===== config.mk =====
export PLATFORM = sky130hd
export DESIGN_NAME = cpu_core
export DESIGN_NICKNAME = d
export VERILOG_FILES = /design/src/source/cpu_pkg.sv /design/src/source/cpu_alu.sv /design/src/source/cpu_regfile.sv /design/src/source/cpu_bus_lanes.sv /design/src/source/cpu_control.sv /design/src/source/cpu_core.sv
export SDC_FILE = /design/constraint.sdc
export NUM_CORES = 2
export LEC_CHECK = 0
export ABC_AREA = 1
export BUFFER_PORTS_ARGS = -buffer_cell sky130_fd_sc_hd__buf_4
export CORE_MARGIN = 2
export CORE_UTILIZATION = 50
export DETAILED_ROUTE_END_ITERATION = 12
export MAX_ROUTING_LAYER = met4
export PLACE_DENSITY = 0.66
export SLEW_MARGIN = 20
export SYNTH_ARGS = -nofsm -noshare
export SYNTH_HDL_FRONTEND = slang
export SYNTH_SLANG_ARGS = --single-unit
export TNS_END_PERCENT = 30

===== constraint.sdc =====
create_clock -name clk_i -period 22 [get_ports clk_i]
set_input_delay 2.2 -clock clk_i [delete_from_list [all_inputs] [get_ports clk_i]]
set_output_delay 2.2 -clock clk_i [all_outputs]
set_load 0.03 [all_outputs]

===== src/source/cpu_pkg.sv =====
package cpu_pkg;

   localparam int WORD_W   = 32;
   localparam int SEL_W    = WORD_W / 8;
   localparam int REG_W    = 4;
   localparam int NUM_REGS = 1 << REG_W;

   typedef logic [WORD_W-1:0] word_t;
   typedef logic [SEL_W-1:0]  sel_t;
   typedef logic [REG_W-1:0]  reg_idx_t;

   // instruction class, top nibble of the word
   typedef enum logic [3:0] {
      OP_ALUR = 4'h0,
      OP_ALUI = 4'h1,
      OP_LD   = 4'h2,
      OP_ST   = 4'h3,
      OP_BR   = 4'h4,
      OP_HALT = 4'hf
   } op_t;

   typedef enum logic [3:0] {
      ALU_ADD = 4'h0,
      ALU_SUB = 4'h1,
      ALU_AND = 4'h2,
      ALU_OR  = 4'h3,
      ALU_XOR = 4'h4,
      ALU_SHL = 4'h5,
      ALU_SHR = 4'h6,
      ALU_ASR = 4'h7
   } alu_op_t;

   // func field meaning for branches
   localparam logic [3:0] BR_ALWAYS = 4'h0;
   localparam logic [3:0] BR_EQ     = 4'h1;
   localparam logic [3:0] BR_NE     = 4'h2;
   localparam logic [3:0] BR_LT     = 4'h3;

   localparam int FUNC_BYTE = 0; // func bit for byte load/store

   typedef struct packed {
      op_t         op;
      logic [3:0]  func;
      reg_idx_t    ra;
      reg_idx_t    rb;
      reg_idx_t    rc;
      logic [11:0] pad;
   } instr_r_t;

   typedef struct packed {
      op_t                op;
      logic [3:0]         func;
      reg_idx_t           ra;
      reg_idx_t           rb;
      logic signed [15:0] imm;
   } instr_i_t;

   typedef union packed {
      instr_r_t r;
      instr_i_t i;
   } instr_u;

   typedef logic [2:0] ccr_t;
   localparam int CCR_CARRY = 2;
   localparam int CCR_LT    = 1;
   localparam int CCR_ZERO  = 0;

   typedef enum logic [1:0] {PC_HOLD, PC_NEXT, PC_REL} pc_sel_t;
   typedef enum logic {MAR_HOLD, MAR_ALU} mar_sel_t;
   typedef enum logic {REG_ALU, REG_MDR} reg_sel_t;
   typedef enum logic {ALU2_B, ALU2_IMM} alu2_sel_t;
   typedef enum logic {ADDR_PC, ADDR_MAR} addr_sel_t;

endpackage


===== src/source/cpu_alu.sv =====
module cpu_alu (
   input  cpu_pkg::word_t   in1_i,
   input  cpu_pkg::word_t   in2_i,
   input  cpu_pkg::alu_op_t op_i,
   output cpu_pkg::word_t   out_o,
   output logic             carry_o,
   output logic             lt_o,
   output logic             zero_o
);

   localparam int MSB = cpu_pkg::WORD_W - 1;

   logic [cpu_pkg::WORD_W:0] sum;
   logic [cpu_pkg::WORD_W:0] diff;
   logic                     ovf;
   logic [4:0]               shamt;

   assign sum   = {1'b0, in1_i} + {1'b0, in2_i};
   assign diff  = {1'b0, in1_i} - {1'b0, in2_i};
   assign shamt = in2_i[4:0];

   // signed overflow of in1 - in2
   assign ovf  = (in1_i[MSB] != in2_i[MSB]) && (diff[MSB] != in1_i[MSB]);
   assign lt_o = diff[MSB] ^ ovf;

   always_comb begin
      carry_o = 1'b0;
      case (op_i)
         cpu_pkg::ALU_ADD: begin
            out_o   = sum[MSB:0];
            carry_o = sum[cpu_pkg::WORD_W];
         end
         cpu_pkg::ALU_SUB: begin
            out_o   = diff[MSB:0];
            carry_o = diff[cpu_pkg::WORD_W]; // borrow
         end
         cpu_pkg::ALU_AND: out_o = in1_i & in2_i;
         cpu_pkg::ALU_OR:  out_o = in1_i | in2_i;
         cpu_pkg::ALU_XOR: out_o = in1_i ^ in2_i;
         cpu_pkg::ALU_SHL: out_o = in1_i << shamt;
         cpu_pkg::ALU_SHR: out_o = in1_i >> shamt;
         cpu_pkg::ALU_ASR: out_o = cpu_pkg::word_t'($signed(in1_i) >>> shamt);
         default:          out_o = '0; // undefined func codes
      endcase
   end

   assign zero_o = (out_o == '0);

endmodule


===== src/source/cpu_regfile.sv =====
module cpu_regfile (
   input  logic              clk_i,
   input  logic              rst_i,
   input  cpu_pkg::reg_idx_t read1_i,
   input  cpu_pkg::reg_idx_t read2_i,
   input  cpu_pkg::reg_idx_t write_addr_i,
   input  cpu_pkg::word_t    write_data_i,
   input  logic              write_en_i,
   output cpu_pkg::word_t    data1_o,
   output cpu_pkg::word_t    data2_o
);

   cpu_pkg::word_t regs [cpu_pkg::NUM_REGS];

   always_ff @(posedge clk_i or posedge rst_i) begin
      if (rst_i) begin
         for (int i = 0; i < cpu_pkg::NUM_REGS; i++) begin
            regs[i] <= '0;
         end
      end else if (write_en_i && write_addr_i != '0) begin
         regs[write_addr_i] <= write_data_i;
      end
   end

   // r0 is hardwired zero
   assign data1_o = (read1_i == '0) ? '0 : regs[read1_i];
   assign data2_o = (read2_i == '0) ? '0 : regs[read2_i];

endmodule


===== src/source/cpu_bus_lanes.sv =====
module cpu_bus_lanes (
   input  logic           byte_i,
   input  logic [1:0]     addr_lo_i,
   input  cpu_pkg::word_t core_dat_i,
   input  cpu_pkg::word_t bus_dat_i,
   output cpu_pkg::sel_t  sel_o,
   output cpu_pkg::word_t bus_dat_o,
   output cpu_pkg::word_t core_dat_o
);

   logic [7:0] lane; // addressed byte of the read data

   always_comb begin
      case (addr_lo_i)
         2'd0:    lane = bus_dat_i[7:0];
         2'd1:    lane = bus_dat_i[15:8];
         2'd2:    lane = bus_dat_i[23:16];
         default: lane = bus_dat_i[31:24];
      endcase
   end

   // little endian lanes, offset 0 on bits 7:0
   assign sel_o = byte_i ? cpu_pkg::sel_t'(4'b0001 << addr_lo_i) : '1;

   // byte stores put the byte on every lane, sel picks the one written
   assign bus_dat_o = byte_i ? {4{core_dat_i[7:0]}} : core_dat_i;

   assign core_dat_o = byte_i ? {24'h0, lane} : bus_dat_i;

endmodule


===== src/source/cpu_control.sv =====
module cpu_control (
   input  logic                clk_i,
   input  logic                rst_i,
   input  cpu_pkg::instr_u     ir_i,
   input  cpu_pkg::ccr_t       ccr_i,
   input  logic                ack_i,
   input  logic [1:0]          addr_lo_i,
   output logic                ir_write_o,
   output logic                ab_write_o,
   output logic                mdr_write_o,
   output logic                ccr_write_o,
   output cpu_pkg::pc_sel_t    pc_sel_o,
   output cpu_pkg::mar_sel_t   mar_sel_o,
   output cpu_pkg::reg_sel_t   reg_sel_o,
   output cpu_pkg::alu2_sel_t  alu2_sel_o,
   output cpu_pkg::addr_sel_t  addr_sel_o,
   output cpu_pkg::alu_op_t    alu_op_o,
   output cpu_pkg::reg_idx_t   read1_o,
   output cpu_pkg::reg_idx_t   read2_o,
   output cpu_pkg::reg_idx_t   write_addr_o,
   output logic                reg_write_o,
   output logic                byte_o,
   output logic                cyc_o,
   output logic                we_o,
   output logic                halt_o
);

   localparam logic [2:0] S_FETCH     = 3'd0;
   localparam logic [2:0] S_DECODE    = 3'd1;
   localparam logic [2:0] S_EXECUTE   = 3'd2;
   localparam logic [2:0] S_MEMORY    = 3'd3;
   localparam logic [2:0] S_WRITEBACK = 3'd4;
   localparam logic [2:0] S_HALTED    = 3'd5;

   logic [2:0]   state_q;
   logic [2:0]   state_d;
   logic         cyc_q;
   logic         we_q;
   logic         bus_done;
   logic         br_taken;
   logic         is_byte;
   logic         misaligned;
   cpu_pkg::op_t op;

   assign op       = ir_i.r.op;
   assign is_byte  = ir_i.i.func[cpu_pkg::FUNC_BYTE];
   assign bus_done = cyc_q && ack_i;

   // word access off a word boundary stops the core
   assign misaligned = !is_byte && (addr_lo_i != 2'b00);

   always_comb begin
      case (ir_i.i.func)
         cpu_pkg::BR_ALWAYS: br_taken = 1'b1;
         cpu_pkg::BR_EQ:     br_taken = ccr_i[cpu_pkg::CCR_ZERO];
         cpu_pkg::BR_NE:     br_taken = !ccr_i[cpu_pkg::CCR_ZERO];
         cpu_pkg::BR_LT:     br_taken = ccr_i[cpu_pkg::CCR_LT];
         default:            br_taken = 1'b0;
      endcase
   end

   // operand routing depends only on the instruction
   assign read1_o      = ir_i.r.rb;
   assign read2_o      = (op == cpu_pkg::OP_ST) ? ir_i.r.ra : ir_i.r.rc; // store data
   assign write_addr_o = ir_i.r.ra;
   assign alu2_sel_o   = (op == cpu_pkg::OP_ALUR) ? cpu_pkg::ALU2_B : cpu_pkg::ALU2_IMM;
   assign alu_op_o     = (op == cpu_pkg::OP_ALUR || op == cpu_pkg::OP_ALUI) ?
                         cpu_pkg::alu_op_t'(ir_i.r.func) : cpu_pkg::ALU_ADD;

   always_comb begin
      state_d     = state_q;
      ir_write_o  = 1'b0;
      ab_write_o  = 1'b0;
      mdr_write_o = 1'b0;
      ccr_write_o = 1'b0;
      reg_write_o = 1'b0;
      pc_sel_o    = cpu_pkg::PC_HOLD;
      mar_sel_o   = cpu_pkg::MAR_HOLD;
      reg_sel_o   = cpu_pkg::REG_ALU;
      addr_sel_o  = cpu_pkg::ADDR_PC;
      case (state_q)
         S_FETCH: begin
            if (bus_done) begin
               ir_write_o = 1'b1;
               pc_sel_o   = cpu_pkg::PC_NEXT;
               state_d    = S_DECODE;
            end
         end
         S_DECODE: begin
            ab_write_o = 1'b1;
            case (op)
               cpu_pkg::OP_ALUR, cpu_pkg::OP_ALUI, cpu_pkg::OP_LD,
               cpu_pkg::OP_ST, cpu_pkg::OP_BR: state_d = S_EXECUTE;
               cpu_pkg::OP_HALT:               state_d = S_HALTED;
               default:                        state_d = S_HALTED; // unknown class
            endcase
         end
         S_EXECUTE: begin
            case (op)
               cpu_pkg::OP_LD, cpu_pkg::OP_ST: begin
                  mar_sel_o = cpu_pkg::MAR_ALU;
                  state_d   = misaligned ? S_HALTED : S_MEMORY;
               end
               cpu_pkg::OP_BR: begin
                  if (br_taken) begin
                     pc_sel_o = cpu_pkg::PC_REL;
                  end
                  state_d = S_WRITEBACK;
               end
               default: begin
                  ccr_write_o = 1'b1;
                  state_d     = S_WRITEBACK;
               end
            endcase
         end
         S_MEMORY: begin
            addr_sel_o = cpu_pkg::ADDR_MAR;
            if (bus_done) begin
               if (op == cpu_pkg::OP_LD) begin
                  mdr_write_o = 1'b1;
                  state_d     = S_WRITEBACK;
               end else begin
                  state_d = S_FETCH; // idle cycle comes from cyc_q still low
               end
            end
         end
         S_WRITEBACK: begin
            reg_write_o = (op != cpu_pkg::OP_BR);
            reg_sel_o   = (op == cpu_pkg::OP_LD) ? cpu_pkg::REG_MDR : cpu_pkg::REG_ALU;
            state_d     = S_FETCH;
         end
         default: state_d = S_HALTED;
      endcase
   end

   always_ff @(posedge clk_i or posedge rst_i) begin
      if (rst_i) begin
         state_q <= S_FETCH;
         cyc_q   <= 1'b0;
         we_q    <= 1'b0;
      end else begin
         state_q <= state_d;
         // cycle drops on the ack edge, never runs straight into the next one
         cyc_q   <= (state_d == S_FETCH || state_d == S_MEMORY) && !bus_done;
         we_q    <= (state_d == S_MEMORY) && (op == cpu_pkg::OP_ST) && !bus_done;
      end
   end

   assign cyc_o  = cyc_q;
   assign we_o   = we_q;
   assign byte_o = (state_q == S_MEMORY) && is_byte;
   assign halt_o = (state_q == S_HALTED);

endmodule


===== src/source/cpu_core.sv =====
module cpu_core #(
   parameter cpu_pkg::word_t RESET_PC = '0
) (
   input  logic           clk_i,
   input  logic           rst_i,
   input  logic           ack_i,
   input  cpu_pkg::word_t dat_i,
   output cpu_pkg::word_t adr_o,
   output cpu_pkg::word_t dat_o,
   output logic           cyc_o,
   output logic           we_o,
   output cpu_pkg::sel_t  sel_o,
   output logic           halt_o
);

   // control
   logic                ir_write;
   logic                ab_write;
   logic                mdr_write;
   logic                ccr_write;
   logic                reg_write;
   logic                byte_acc;
   cpu_pkg::pc_sel_t    pc_sel;
   cpu_pkg::mar_sel_t   mar_sel;
   cpu_pkg::reg_sel_t   reg_sel;
   cpu_pkg::alu2_sel_t  alu2_sel;
   cpu_pkg::addr_sel_t  addr_sel;
   cpu_pkg::alu_op_t    alu_op;
   cpu_pkg::reg_idx_t   read1;
   cpu_pkg::reg_idx_t   read2;
   cpu_pkg::reg_idx_t   write_addr;

   // datapath
   cpu_pkg::word_t  pc;
   cpu_pkg::word_t  pc_next;
   cpu_pkg::instr_u ir;
   cpu_pkg::word_t  mar;
   cpu_pkg::word_t  mdr;
   cpu_pkg::word_t  a;
   cpu_pkg::word_t  b;
   cpu_pkg::ccr_t   ccr;
   cpu_pkg::ccr_t   ccr_next;
   cpu_pkg::word_t  imm_sext;
   cpu_pkg::word_t  alu_in2;
   cpu_pkg::word_t  alu_out;
   cpu_pkg::word_t  reg_data_in;
   cpu_pkg::word_t  reg_data1;
   cpu_pkg::word_t  reg_data2;
   cpu_pkg::word_t  load_data;
   logic            alu_carry;
   logic            alu_lt;
   logic            alu_zero;

   assign imm_sext    = {{16{ir.i.imm[15]}}, ir.i.imm};
   assign alu_in2     = (alu2_sel == cpu_pkg::ALU2_IMM) ? imm_sext : b;
   assign reg_data_in = (reg_sel == cpu_pkg::REG_MDR) ? mdr : alu_out;
   assign adr_o       = (addr_sel == cpu_pkg::ADDR_MAR) ? mar : pc;

   always_comb begin
      case (pc_sel)
         cpu_pkg::PC_NEXT: pc_next = pc + 32'd4;
         cpu_pkg::PC_REL:  pc_next = pc + {imm_sext[29:0], 2'b00}; // pc already past the branch
         default:          pc_next = pc;
      endcase
      ccr_next = ccr;
      if (ccr_write) begin
         ccr_next[cpu_pkg::CCR_CARRY] = alu_carry;
         ccr_next[cpu_pkg::CCR_LT]    = alu_lt;
         ccr_next[cpu_pkg::CCR_ZERO]  = alu_zero;
      end
   end

   always_ff @(posedge clk_i or posedge rst_i) begin
      if (rst_i) begin
         pc  <= RESET_PC;
         ir  <= '0;
         ccr <= '0;
      end else begin
         pc  <= pc_next;
         ccr <= ccr_next;
         if (ir_write) begin
            ir <= dat_i;
         end
      end
   end

   always_ff @(posedge clk_i) begin
      if (mar_sel == cpu_pkg::MAR_ALU) begin
         mar <= alu_out;
      end
      if (mdr_write) begin
         mdr <= load_data; // already lane aligned
      end
      if (ab_write) begin
         a <= reg_data1;
         b <= reg_data2;
      end
   end

   cpu_control con0 (
      .clk_i(clk_i), .rst_i(rst_i), .ir_i(ir), .ccr_i(ccr), .ack_i(ack_i),
      .addr_lo_i(alu_out[1:0]), // effective address while in execute
      .ir_write_o(ir_write), .ab_write_o(ab_write), .mdr_write_o(mdr_write),
      .ccr_write_o(ccr_write), .pc_sel_o(pc_sel), .mar_sel_o(mar_sel),
      .reg_sel_o(reg_sel), .alu2_sel_o(alu2_sel), .addr_sel_o(addr_sel),
      .alu_op_o(alu_op), .read1_o(read1), .read2_o(read2),
      .write_addr_o(write_addr), .reg_write_o(reg_write), .byte_o(byte_acc),
      .cyc_o(cyc_o), .we_o(we_o), .halt_o(halt_o)
   );

   cpu_alu alu0 (
      .in1_i(a), .in2_i(alu_in2), .op_i(alu_op), .out_o(alu_out),
      .carry_o(alu_carry), .lt_o(alu_lt), .zero_o(alu_zero)
   );

   cpu_regfile regs0 (
      .clk_i(clk_i), .rst_i(rst_i), .read1_i(read1), .read2_i(read2),
      .write_addr_i(write_addr), .write_data_i(reg_data_in),
      .write_en_i(reg_write), .data1_o(reg_data1), .data2_o(reg_data2)
   );

   cpu_bus_lanes lanes0 (
      .byte_i(byte_acc), .addr_lo_i(adr_o[1:0]), .core_dat_i(b),
      .bus_dat_i(dat_i), .sel_o(sel_o), .bus_dat_o(dat_o),
      .core_dat_o(load_data)
   );

endmodule


==> results summary <==
The sort of element at the end of the critical path is a register. After synthesis the netlist holds a flip-flop and latch count of 709. The setup-violating endpoint count in the final report came out at 0. On the critical path the largest part of the delay comes from simple AND/OR/NAND/NOR gates. The max-capacitance violation count came out at 0. The largest driver fanout on the critical path came out at 45.

The worst setup path is launched from a register. Summing all multi-input logic gate instances after layout gives 24100 µm². The top-area cell type share of the netlist area came out at 31.3%. The critical path is of the register to register type. When the netlist entered floorplanning its net count stood at 6732. Global routing finished with a remaining overflow of 0.

After detailed placement, the design holds a cell count of 7493. The global-route usage over all layers is 41.1%. The largest area contributor in the netlist is sky130_fd_sc_hd__dfrtp_1.

Walking the worst path, the cells encountered are nor2_8 > nand2_4 > nand2_1 > o21ai_0 > ha_1 > nor2_1 > inv_1 > nor2_1 > inv_1 > o21a_1 > nor3_1 > nor2_1 > nand2_1 > a41oi_1 > fa_1 > nor2_1 > a221oi_1 > o211ai_1 > a21oi_1 > nand4_1 > mux2i_4 > o21ai_0. The static leakage power came out at 22.8 nW. The post-synth design cell area is 46400 µm². For this block, the initial DRC count from the detailed router was 6673. The post-layout minimum cycle time is 6.08 ns.

The post-detailed-route via-to-cell ratio came out at 6.27. The routed wire length per instance is 25.3 µm. Buffers placed on the I/O ports in this run total 105. Based on the critical path, the design can be clocked at up to 0.164 GHz. The residual DRC count came out at 0.

The number of primary I/O pins is 106. For this design, the sink count on the clock tree is 709. The final instance area came out at 50100 µm². The count of endpoints failing hold in the final timing report is 0. The slowest stage of the critical path is the sky130_fd_sc_hd__mux2i_4 cell. The critical path starts at ir[28]. The level count of the clock H-tree came out at 3. The number of cells on the worst reg-to-reg path is 22. Dividing total power by cell area gives a power density of 54.4 nW/µm². The post-synthesis cell type count is 58. Setup repair after global routing left no endpoint under its margin. The global-route wire length before repair came out at 284000 µm. In this run the critical register-to-register path is launched from ir[28]. Entering global routing, the biggest net connects 170 pins. The clock latency on the worst-skew pair is 0.68 ns. The most numerous cell type found on the critical path is sky130_fd_sc_hd__nor2_1.

The count of cells resized by post-cts repair came out at 0. The number of nets with antenna violations after detailed routing is 0. The placed wire-length estimate came out at 130000 µm. Detailed routing inserted a total of 47900 vias. The data required time of the critical path came out at 22.52 ns.

The utilization after layout is 54.6%. TritonCTS built the clock tree. The share of post-route cells with drive strength above 1 came out at 6.78%.

The number of enable-type register cells in the synthesized netlist came out at 128. Counting flops with an async set or reset pin after synthesis yields a share of 81.9%. The first-pass detailed-route iteration total came out at 9. The initial antenna violation count came out at 4.

The worst setup skew after layout is 0.0461 ns. The final cell count without fillers is 7647. For this run, the register share of the synthesized area comes to 39.6%. The portion of the clock cycle consumed by the worst path in the final layout is 27.6%. The measured slew at the worst slew-check pin is 1.16 ns.

After synthesis, the mean cell area works out to 7.07 µm². The data arrival time of the worst path is 6.60 ns. The final number of max-transition violations is 0. The hold buffer count at cts is 0. Clock-pin slew was measured on the worst setup and hold paths at 0.06 ns. The number of cells on the critical path came out at 22. The register area came out at 18400 µm². The number of standard cells after synthesis came out at 6561.

During synthesis, Yosys emitted a total of 0 warnings. In this run the post-CTS setup repair buffer count came out at 0. The number of nets in the finished design came out at 6504. The setup slack of the worst register-to-register path is 15.92 ns. The most used flip-flop cell after synthesis is sky130_fd_sc_hd__dfrtp_1. The cell area reported after detailed placement came out at 47400 µm². The root buffer cell chosen for the clock tree is sky130_fd_sc_hd__clkbuf_16. The worst-case vdd ir drop is 0.0627 mV. The number of buffers inserted during clock tree synthesis came out at 81. The final routed wirelength across all metal layers is 193000 µm. The growth of design area from synthesis to finish is 8.00%. The die area came out at 95200 µm².

The core footprint came out at 91800 µm². The clock passes through at most 3 buffers. The worst slew margin relative to its limit is 22.3%. The via count of the first global-routing pass came out at 43800. After synthesis, the cell types taking the most area are sky130_fd_sc_hd__dfrtp_1 (31%), sky130_fd_sc_hd__nand2_1 (12%), sky130_fd_sc_hd__o21ai_0 (12%).

Once the floorplan was initialized, standard cells occupied 50.5% of the core. The worst slack on hold paths is 0.405 ns. The path class of the tightest hold or removal check is register to register. The floorplan has 111 rows. The run finished with clean final reports. The terminus of the critical flop-to-flop path is regs0.regs[95]. The placer congestion estimate is 1.10. The die is 309 µm tall.

The width of the die came out at 309 µm. The combined buffer and inverter count along the critical path came out at 2. Summed over all failing endpoints, the final setup total negative slack is 0 ns. The termination of the worst setup path is regs0.regs[95]. For this run, the slowest stage of the critical path takes 0.73 ns.

The number of fillers in the final layout came out at 8951.
worst min path at each step:
stage / startpoint / to / slack (ns) / depth (start not counted)
finish: regs0.regs[497] / regs0.regs[497] / 0.40 / 0
global route: regs0.regs[492] / regs0.regs[492] / 0.41 / 0
CTS: regs0.regs[488] / regs0.regs[488] / 0.40 / 0
detailed placement: regs0.regs[496] / regs0.regs[496] / 0.39 / 0
global placement: regs0.regs[493] / regs0.regs[493] / 0.39 / 0
floorplan: pc[31] / pc[31] / 0.44 / 2
report_power, final:
group          internal, W  switching, W
clock network     0.000786      0.000572
logic           0.00000652     0.0000280
registers          0.00133             0
cells in the final DEF, fill, tap and decap left out, drive strengths merged, types with 29 or more instances in the layout:
master	count
a21oi	309
a31oi	68
buf	184
clkbuf	129
dfrtp	581
edfxtp	128
ha	133
inv	503
nand2	1452
nand3	587
nand4	40
nor2	635
o211ai	56
o21ai	1204
o221ai	54
o22ai	142
o311ai	30
or2	29
cells in the mapped netlist (5+ instances only):
| master | count |
|---|---|
| sky130_fd_sc_hd__dfrtp_1 | 581 |
| sky130_fd_sc_hd__clkbuf_2 | 6 |
| sky130_fd_sc_hd__buf_1 | 19 |
| sky130_fd_sc_hd__o21a_1 | 6 |
| sky130_fd_sc_hd__o21ai_1 | 115 |
| sky130_fd_sc_hd__nand2_2 | 6 |
| sky130_fd_sc_hd__nand3_1 | 583 |
| sky130_fd_sc_hd__buf_2 | 67 |
| sky130_fd_sc_hd__o221ai_1 | 54 |
| sky130_fd_sc_hd__nand2_1 | 1443 |
| sky130_fd_sc_hd__or2_2 | 28 |
| sky130_fd_sc_hd__nand3b_1 | 7 |
| sky130_fd_sc_hd__nor4_1 | 10 |
| sky130_fd_sc_hd__a31oi_1 | 68 |
| sky130_fd_sc_hd__edfxtp_1 | 128 |
| sky130_fd_sc_hd__buf_4 | 26 |
| sky130_fd_sc_hd__nor2_1 | 624 |
| sky130_fd_sc_hd__buf_6 | 9 |
| sky130_fd_sc_hd__a221oi_1 | 7 |
| sky130_fd_sc_hd__inv_2 | 9 |
| sky130_fd_sc_hd__o211ai_1 | 56 |
| sky130_fd_sc_hd__clkinv_1 | 13 |
| sky130_fd_sc_hd__clkbuf_1 | 368 |
| sky130_fd_sc_hd__o311ai_0 | 29 |
| sky130_fd_sc_hd__mux2i_2 | 5 |
| sky130_fd_sc_hd__o21ai_0 | 1075 |
| sky130_fd_sc_hd__o22ai_1 | 142 |
| sky130_fd_sc_hd__nor2_2 | 8 |
| sky130_fd_sc_hd__a32oi_1 | 8 |
| sky130_fd_sc_hd__nor3_1 | 27 |
| sky130_fd_sc_hd__nand4_1 | 40 |
| sky130_fd_sc_hd__ha_1 | 133 |
| sky130_fd_sc_hd__o21ai_2 | 13 |
| sky130_fd_sc_hd__inv_1 | 483 |
| sky130_fd_sc_hd__a21oi_1 | 308 |
| sky130_fd_sc_hd__mux2i_1 | 9 |
logic make-up after synthesis:
kind of cell,count (synthesis),synth area share [%]
AO/OA/AOI/OAI,1905,22.5
XOR/XNOR,4,0.0755
adder cells (fa/ha/maj),136,3.72
buffers and inverters,1002,8.67
flip-flops,709,39.6
multiplexers,15,0.391
AND/OR/NAND/NOR,2790,25.0
registers in the layout, indices dropped and copies added, names as in the netlist:
register,cells
con0.we_o,1
regs0.regs,512
con0.cyc_o,1
mar,32
ir,32
ccr,2
con0.state_q,3
a,32
b,32
pc,30
mdr,32
layout make-up:
| cell class | instances | area share, % |
|---|---|---|
| multi-input cells | 4850 | 48.1 |
| flip-flops and latches | 709 | 36.7 |
| clock buffers | 129 | 4.85 |
| inverters | 507 | 3.85 |
| well taps | 1243 | 3.10 |
| repair buffers | 184 | 2.83 |
| clock inverters | 21 | 0.492 |
| diodes | 4 | 0.0200 |
routing by layer:
layer,up-vias,track usage (%),routed length (µm)
met5,-,-,0
met4,0,24.4,13300
met3,593,6.65,19700
met2,2887,60.7,84700
met1,22600,53.4,75800
li1,21800,-,-
metrics by stage:
stage / total power [W] / worst slack [ns]
2_1_floorplan: 0.00138 / 3.54
6_report: 0.00273 / 15.92
5_1_grt: 0.00280 / 15.44
4_1_cts: 0.00274 / 15.76
3_3_place_gp: 0.00139 / 15.52
3_5_place_dp: 0.00139 / 15.49
Power figures use the tool's default switching activity.
